**config.mk**
```make
export PLATFORM = sky130hd
export DESIGN_NAME = preddr_packer_top
export DESIGN_NICKNAME = d
export VERILOG_FILES = /design/src/source/fifo_pkg.sv /design/src/source/capture_pkg.sv /design/src/source/preddr_packer_top.sv /design/src/source/sample_fifo.sv /design/src/source/word_packer.sv /design/src/source/fill_counter.sv /design/src/source/capture_ctrl.sv
export SDC_FILE = /design/constraint.sdc
export NUM_CORES = 2
export LEC_CHECK = 0
export ABC_AREA = 0
export BUFFER_PORTS_ARGS = -buffer_cell sky130_fd_sc_hd__buf_2
export CAP_MARGIN = 20
export CORE_UTILIZATION = 28
export CTS_BUF_LIST = sky130_fd_sc_hd__clkbuf_4 sky130_fd_sc_hd__clkbuf_8
export CTS_CLUSTER_DIAMETER = 50
export CTS_CLUSTER_SIZE = 25
export DETAILED_ROUTE_END_ITERATION = 10
export GPL_ROUTABILITY_DRIVEN = 0
export GPL_TIMING_DRIVEN = 0
export PLACE_DENSITY = 0.51
export SLEW_MARGIN = 20
export SYNTH_ARGS = -nofsm -noshare
export SYNTH_HDL_FRONTEND = slang
export SYNTH_SLANG_ARGS = --single-unit
export TNS_END_PERCENT = 10
```
**constraint.sdc**
```tcl
create_clock -name wr_clk -period 10.2 [get_ports wr_clk]
set_clock_uncertainty 0.15 [all_clocks]
set_input_delay 1.53 -clock wr_clk [delete_from_list [all_inputs] [get_ports wr_clk]]
set_output_delay 1.53 -clock wr_clk [all_outputs]
set_load 0.01 [all_outputs]
```
**src/source/fifo_pkg.sv**
```systemverilog
package fifo_pkg;

  localparam int WORD_BITS = 64;  // DDR write width

  typedef logic [WORD_BITS-1:0] ddr_word_t;

  // overflow and underflow stay set until reset
  typedef struct packed {
    logic full;
    logic empty;
    logic overflow;
    logic underflow;
    logic level_half;
  } fifo_status_t;

endpackage

```
**src/source/capture_pkg.sv**
```systemverilog
package capture_pkg;

  localparam int SAMPLE_BITS = 18;  // full capture sample
  localparam int NIB_BITS    = 8;   // two 4-bit samples packed in the low byte

  // 4-bit capture only carries the low byte of each sample
  typedef struct packed {
    logic [9:0] unused;
    logic [7:0] pair;    // two nibbles, older one on top
  } nib_pair_t;

  // one capture sample, read either whole or as a nibble pair
  typedef union packed {
    logic [SAMPLE_BITS-1:0] full;
    nib_pair_t              nib;
  } sample_t;

  typedef enum logic {
    mode_18bit = 1'b0,
    mode_4bit  = 1'b1
  } capture_mode_e;

  typedef enum logic [1:0] {
    st_off   = 2'd0,
    st_run   = 2'd1,
    st_flush = 2'd2
  } ctrl_state_e;

  // pending stream bits after the latest sample, plus the word-complete flag
  typedef struct packed {
    logic [6:0] fill_bits;
    logic       word_ready;
  } fill_phase_t;

endpackage
```
**src/source/preddr_packer_top.sv**
```systemverilog
`timescale 1ns/1ps

module preddr_packer_top import capture_pkg::*, fifo_pkg::*; #(
  parameter int FIFO_DEPTH_LOG2 = 5
) (
  input  logic          wr_clk,
  input  logic          reset,
  input  logic          enabled,
  input  logic          capture_start,
  input  logic          flush,
  input  logic          sample_wr,
  input  sample_t       sample,
  input  capture_mode_e mode,
  input  logic          fifo_rd,
  output ddr_word_t     fifo_dout,
  output fifo_status_t  status
);

  logic        clear;
  logic        accept;
  logic        pop;
  logic        sample_acc;  // strobe after the controller lets it through
  logic        word_wr;
  fill_phase_t phase;
  ddr_word_t   word;

  assign sample_acc = sample_wr && accept;

  capture_ctrl u_ctrl (
    .wr_clk        (wr_clk),
    .reset         (reset),
    .enabled       (enabled),
    .capture_start (capture_start),
    .flush         (flush),
    .fifo_rd       (fifo_rd),
    .fifo_empty    (status.empty),
    .clear         (clear),
    .accept        (accept),
    .pop           (pop)
  );

  fill_counter u_fill (
    .wr_clk    (wr_clk),
    .reset     (reset),
    .clear     (clear),
    .sample_wr (sample_acc),
    .mode      (mode),
    .phase     (phase)
  );

  word_packer u_packer (
    .wr_clk    (wr_clk),
    .reset     (reset),
    .clear     (clear),
    .sample_wr (sample_acc),
    .mode      (mode),
    .sample    (sample),
    .phase     (phase),
    .word      (word),
    .word_wr   (word_wr)
  );

  sample_fifo #(
    .FIFO_DEPTH_LOG2 (FIFO_DEPTH_LOG2)
  ) u_fifo (
    .wr_clk  (wr_clk),
    .reset   (reset),
    .enabled (enabled),
    .wr      (word_wr),
    .din     (word),
    .rd      (pop),
    .dout    (fifo_dout),
    .status  (status)
  );

endmodule

```
**src/source/sample_fifo.sv**
```systemverilog
`timescale 1ns/1ps

module sample_fifo import fifo_pkg::*; #(
  parameter int FIFO_DEPTH_LOG2 = 5
) (
  input  logic         wr_clk,
  input  logic         reset,
  input  logic         enabled,
  input  logic         wr,
  input  ddr_word_t    din,
  input  logic         rd,
  output ddr_word_t    dout,
  output fifo_status_t status
);

  localparam int DEPTH = 1 << FIFO_DEPTH_LOG2;
  localparam logic [FIFO_DEPTH_LOG2:0] LEVEL_FULL = {1'b1, {FIFO_DEPTH_LOG2{1'b0}}};
  localparam logic [FIFO_DEPTH_LOG2:0] LEVEL_HALF =
    {2'b01, {(FIFO_DEPTH_LOG2-1){1'b0}}};

  ddr_word_t mem [DEPTH];

  logic [FIFO_DEPTH_LOG2-1:0] wr_ptr;
  logic [FIFO_DEPTH_LOG2-1:0] rd_ptr;
  logic [FIFO_DEPTH_LOG2:0]   count;   // one extra bit to tell full from empty
  logic                       full_raw;
  logic                       empty_raw;
  logic                       do_wr;
  logic                       do_rd;
  logic                       ovf;
  logic                       udf;

  assign full_raw  = (count == LEVEL_FULL);
  assign empty_raw = (count == '0);
  assign do_wr     = wr && !full_raw;   // words arriving while full are lost
  assign do_rd     = rd && !empty_raw;

  always_ff @(posedge wr_clk) begin
    if (do_wr)
      mem[wr_ptr] <= din;
  end

  always_ff @(posedge wr_clk) begin
    if (reset) begin
      wr_ptr <= '0;
      rd_ptr <= '0;
      count  <= '0;
      ovf    <= 1'b0;
      udf    <= 1'b0;
    end else begin
      if (do_wr)
        wr_ptr <= wr_ptr + 1'b1;
      if (do_rd)
        rd_ptr <= rd_ptr + 1'b1;
      case ({do_wr, do_rd})
        2'b10:   count <= count + 1'b1;
        2'b01:   count <= count - 1'b1;
        default: count <= count;  // both or neither
      endcase
      if (wr && full_raw)
        ovf <= 1'b1;
      if (rd && empty_raw)
        udf <= 1'b1;
    end
  end

  assign dout = mem[rd_ptr];  // head word shows without a read

  always_comb begin
    status.full       = full_raw;
    status.empty      = empty_raw || !enabled;  // reads as empty while disabled
    status.overflow   = ovf;
    status.underflow  = udf;
    status.level_half = (count >= LEVEL_HALF);
  end

endmodule

```
**src/source/word_packer.sv**
```systemverilog
`timescale 1ns/1ps

module word_packer import capture_pkg::*, fifo_pkg::*; (
  input  logic          wr_clk,
  input  logic          reset,
  input  logic          clear,
  input  logic          sample_wr,
  input  capture_mode_e mode,
  input  sample_t       sample,
  input  fill_phase_t   phase,
  output ddr_word_t     word,
  output logic          word_wr
);

  // worst case holds 63 leftover bits plus one full sample
  localparam int SHIFT_BITS = WORD_BITS + SAMPLE_BITS;

  logic [SHIFT_BITS-1:0] shifter;  // newest sample sits in the low bits

  always_ff @(posedge wr_clk) begin
    if (clear) begin
      shifter <= '0;
    end else if (sample_wr) begin
      if (mode == mode_4bit)
        shifter <= {shifter[SHIFT_BITS-NIB_BITS-1:0], sample.nib.pair};
      else
        shifter <= {shifter[SHIFT_BITS-SAMPLE_BITS-1:0], sample.full};
    end
  end

  // phase lags the shifter by one edge, so fill_bits already counts what
  // stays behind; the word is the 64 bits just above those leftovers
  always_ff @(posedge wr_clk) begin
    if (phase.word_ready)
      word <= ddr_word_t'(shifter >> phase.fill_bits);
  end

  always_ff @(posedge wr_clk) begin
    if (reset)
      word_wr <= 1'b0;
    else
      word_wr <= phase.word_ready && !clear;  // restart drops a word in flight
  end

endmodule

```
**src/source/fill_counter.sv**
```systemverilog
`timescale 1ns/1ps

module fill_counter import capture_pkg::*; (
  input  logic          wr_clk,
  input  logic          reset,
  input  logic          clear,
  input  logic          sample_wr,
  input  capture_mode_e mode,
  output fill_phase_t   phase
);

  logic [7:0] step;      // stream bits added by one sample
  logic [7:0] sum;       // pending bits including the new sample
  logic       word_done;

  always_comb begin
    if (mode == mode_4bit)
      step = 8'(NIB_BITS);
    else
      step = 8'(SAMPLE_BITS);
  end

  assign sum       = {1'b0, phase.fill_bits} + step;  // at most 63 + 18
  assign word_done = (sum >= 8'd64);

  // a word leaves as soon as 64 bits are pending and the rest carries over
  always_ff @(posedge wr_clk) begin
    if (reset || clear) begin
      phase.fill_bits  <= '0;
      phase.word_ready <= 1'b0;
    end else if (sample_wr) begin
      phase.word_ready <= word_done;
      if (word_done)
        phase.fill_bits <= 7'(sum - 8'd64);
      else
        phase.fill_bits <= sum[6:0];
    end else begin
      phase.word_ready <= 1'b0;  // ready is a single-cycle flag
    end
  end

endmodule

```
**src/source/capture_ctrl.sv**
```systemverilog
`timescale 1ns/1ps

module capture_ctrl import capture_pkg::*; (
  input  logic wr_clk,
  input  logic reset,
  input  logic enabled,
  input  logic capture_start,
  input  logic flush,
  input  logic fifo_rd,
  input  logic fifo_empty,
  output logic clear,
  output logic accept,
  output logic pop
);

  ctrl_state_e state;
  ctrl_state_e state_next;

  always_comb begin
    state_next = state;
    case (state)
      st_off: begin
        if (enabled)
          state_next = st_run;
      end
      st_run: begin
        if (!enabled)
          state_next = st_off;
        else if (flush)
          state_next = st_flush;
      end
      st_flush: begin
        // drain until the FIFO reports empty, then go back to where enabled says
        if (fifo_empty)
          state_next = enabled ? st_run : st_off;
      end
      default: state_next = st_off;
    endcase
  end

  always_ff @(posedge wr_clk) begin
    if (reset)
      state <= st_off;
    else
      state <= state_next;
  end

  // clear on restart, on the way into off, and for as long as we sit in off
  assign clear = (state == st_off) || (state_next == st_off) || capture_start;

  assign accept = (state == st_run);  // no samples taken while flushing

  // user reads plus one pop per cycle while flushing
  assign pop = fifo_rd || ((state == st_flush) && !fifo_empty);

endmodule

```
==> impl_metrics.tcl <==
set metrics [dict create \
    postSynthCellCount 4073 \
    slew_headroom 0.218 \
    cts_tree "built" \
    io_pins 95 \
    clock_latency_ns 0.96 \
    synthesis.area_mm2 0.0890 \
    synth_mux_area_frac 0.211 \
    drive_above_1_share 0.346 \
    finalCritPeriodShare 0.655 \
    setup_violations 0 \
    synth_top_family_by_area "multiplexers" \
    port_buffers 93 \
    wl_per_cell_um 30.2 \
    hold_buffers 0 \
    antenna_found_initial 20 \
    maxSlewViolCount 0 \
    dp_hpwl_um 182000 \
    rows 206 \
    grt_pass1_wl_um 375000 \
    multi_input_area_mm2 0.0223 \
    cp.arrival_ns 5.00 \
    cp_data_required_time_ns 8.52 \
    finalHoldViolations 0 \
    cp_slowest_cell "buf_1" \
    worstSetupPathType "reg -> out" \
    ys_async_sr_fraction 0 \
    synth_fp_nets 4110 \
    crit_path_end_kind "primary output" \
    nFillCells 29600 \
    grt_overflow 0 \
    cp-start-kind "flip-flop" \
    yosysSeqAreaShare 0.738 \
    worstHoldPathCells 2 \
    core_area_mm2 0.316 \
    synth_xor_xnor_area_share 0.00148 \
    cp_common_cell "mux4_2" \
    drtPass1Iterations 6 \
    grt_max_degree 35 \
    cts.repair.resized 0 \
    ys.flop_type "edfxtp_1" \
    grt_usage 0.165 \
    drc_errors 0 \
    worstHoldPathType "reg -> reg" \
    drtAntennaViolNets 0 \
    clock-root-buffer "clkbuf_8" \
    grt_pass1_vias 45900 \
    via_per_inst 5.10 \
    rsz0062_at_grt "no" \
    clk_path_buf_depth 4 \
    crit_path_max_fanout 10 \
    postRouteWirelength_um 269000 \
    status "completed" \
    finalWorstPathRequiredPeriod_ns 6.68 \
    synth_edf_count 2112 \
    synth_compound_area_frac 0.0173 \
    syn2layout_area_growth_pct 16.8 \
    die-area_mm2 0.320 \
    synth_cell_type_count 52 \
    worst_pin_slew_ns 1.17 \
    max_freq_ghz 0.150 \
    clkTransAtPathRegs_ns 0.10 \
    fin_nets 4596 \
    drtIter0Drc 5268 \
    p_per_area_mw_per_mm2 157 \
    leakage_uw 0.0340 \
    vias 45400 \
    ys_ff_latch 2227 \
    regArea_mm2 0.0657 \
    layout_commonest_cell "edfxtp_1" \
    peakVddDrop_mv 0.0964 \
    path_cells "clkbuf_1 -> clkbuf_2 -> buf_16 -> buf_1 -> mux4_2 -> mux4_2 -> mux2_2 -> buf_2" \
    fin_util 0.329 \
    cap_viol_max_count 0 \
    whs_ns 0.332 \
    cts-buffers-inserted 222 \
    die_y_um 566 \
    r2r_cells 8 \
    synthSimpleGateAreaFrac 0.0166 \
    syn-mean-instance-area_um2 21.9 \
    dieWidth_um 566 \
    initial_utilization 0.282 \
    yosys_warnings 0 \
    cts_num_sinks 2227 \
    final_cell_mix "edfxtp_1, mux4_2, clkbuf_8" \
    slowest_delay_ns 0.77 \
    cts_setup_buffers 0 \
    synthAdderAreaFrac 0.00155 \
    htreeDepth 4 \
]
-- worst max-delay path: cells and delay by family (launching register included) --
kind	cells	cell delay, ns
buffers and inverters	5	2.24
muxes	3	1.37
DFF	1	0.43
-- cells by family after synthesis --
kind of cell | after synthesis
buffers and inverters | 276
adder cells (fa/ha/maj) | 11
multiplexers | 964
AO/OA/AOI/OAI | 233
flip-flops | 2227
AND/OR/NAND/NOR | 347
XOR/XNOR | 15
-- metrics by stage --
stage / setup TNS, ns / total power, uW / cells / cell area, um^2 / setup WS [ns]
2_1_floorplan: 0 / 10100 / 4073 / 89000 / 5.61
3_3_place_gp: -89.42 / 10100 / 8326 / 94700 / -0.251
3_5_place_dp: 0 / 10100 / 8487 / 98700 / 4.37
4_1_cts: 0 / 16500 / 8888 / 104000 / 3.32
5_1_grt: 0 / 16800 / 8899 / 104000 / 3.41
6_report: 0 / 16300 / 8903 / 104000 / 3.52
-- path summary, 6_finish.rpt --
path                                    endpoint  slack, ns       startpoint
worst max register to register  u_packer.word[0]       6.44  u_fill.phase[5]
worst min-delay path                  u_fifo.udf       0.33       u_fifo.udf
worst min register to register        u_fifo.udf       0.33       u_fifo.udf
worst max-delay path               fifo_dout[13]       3.52        flip-flop
-- where the power goes --
part	switching (uW)	leakage (uW)	internal, uW
clock	3530	0.00258	2890
sequential	6.32	0.0228	9840
combinational	49.1	0.00860	26.0
total	3590	0.0340	12700
-- synth_stat cells (10+ instances only) --
cell type / n / area, um^2
and2_1: 14 / 87.6
ha_1: 11 / 138
dfxtp_1: 115 / 2300
xor2_1: 10 / 87.6
buf_2: 53 / 265
a21oi_1: 52 / 260
mux2_2: 102 / 1150
buf_1: 28 / 105
o21ai_0: 37 / 185
edfxtp_1: 2112 / 63400
nor2_1: 192 / 721
a211oi_1: 86 / 646
mux4_2: 718 / 16200
nand2_1: 86 / 323
buf_4: 34 / 255
clkbuf_1: 145 / 544
inv_1: 10 / 37.5
mux2i_1: 144 / 1440
o22ai_1: 11 / 68.8
-- layer usage --
metal,track usage,wire length (um),vias to the layer above
met2,0.266,127000,1732
met3,0.0255,16700,357
met4,0.0400,7170,4
met5,0,38,-
met1,0.234,118000,25100
li1,-,-,18200
-- state kept, by name, summed over array words and instances (netlist names), named ones only --
register          flops
u_ctrl.state          2
u_packer.word        64
u_packer.word_wr      1
u_fifo.ovf            1
u_packer.shifter     82
u_fifo.wr_ptr         5
u_fifo.count          6
u_fifo.mem         2048
u_fifo.udf            1
u_fill.phase          7
u_fifo.rd_ptr         5
-- layout make-up --
cell class | instances | share of cell area
diodes | 7 | 0.000168
plain buffers | 264 | 0.0121
clock buffers | 234 | 0.0304
clock inverters | 167 | 0.0191
inverters | 12 | 0.000481
multi-input cells | 1570 | 0.215
flip-flops and latches | 2227 | 0.632
well taps | 4160 | 0.0501
repair buffers | 262 | 0.0410
Note: power is estimated with default switching activity, not from simulation.
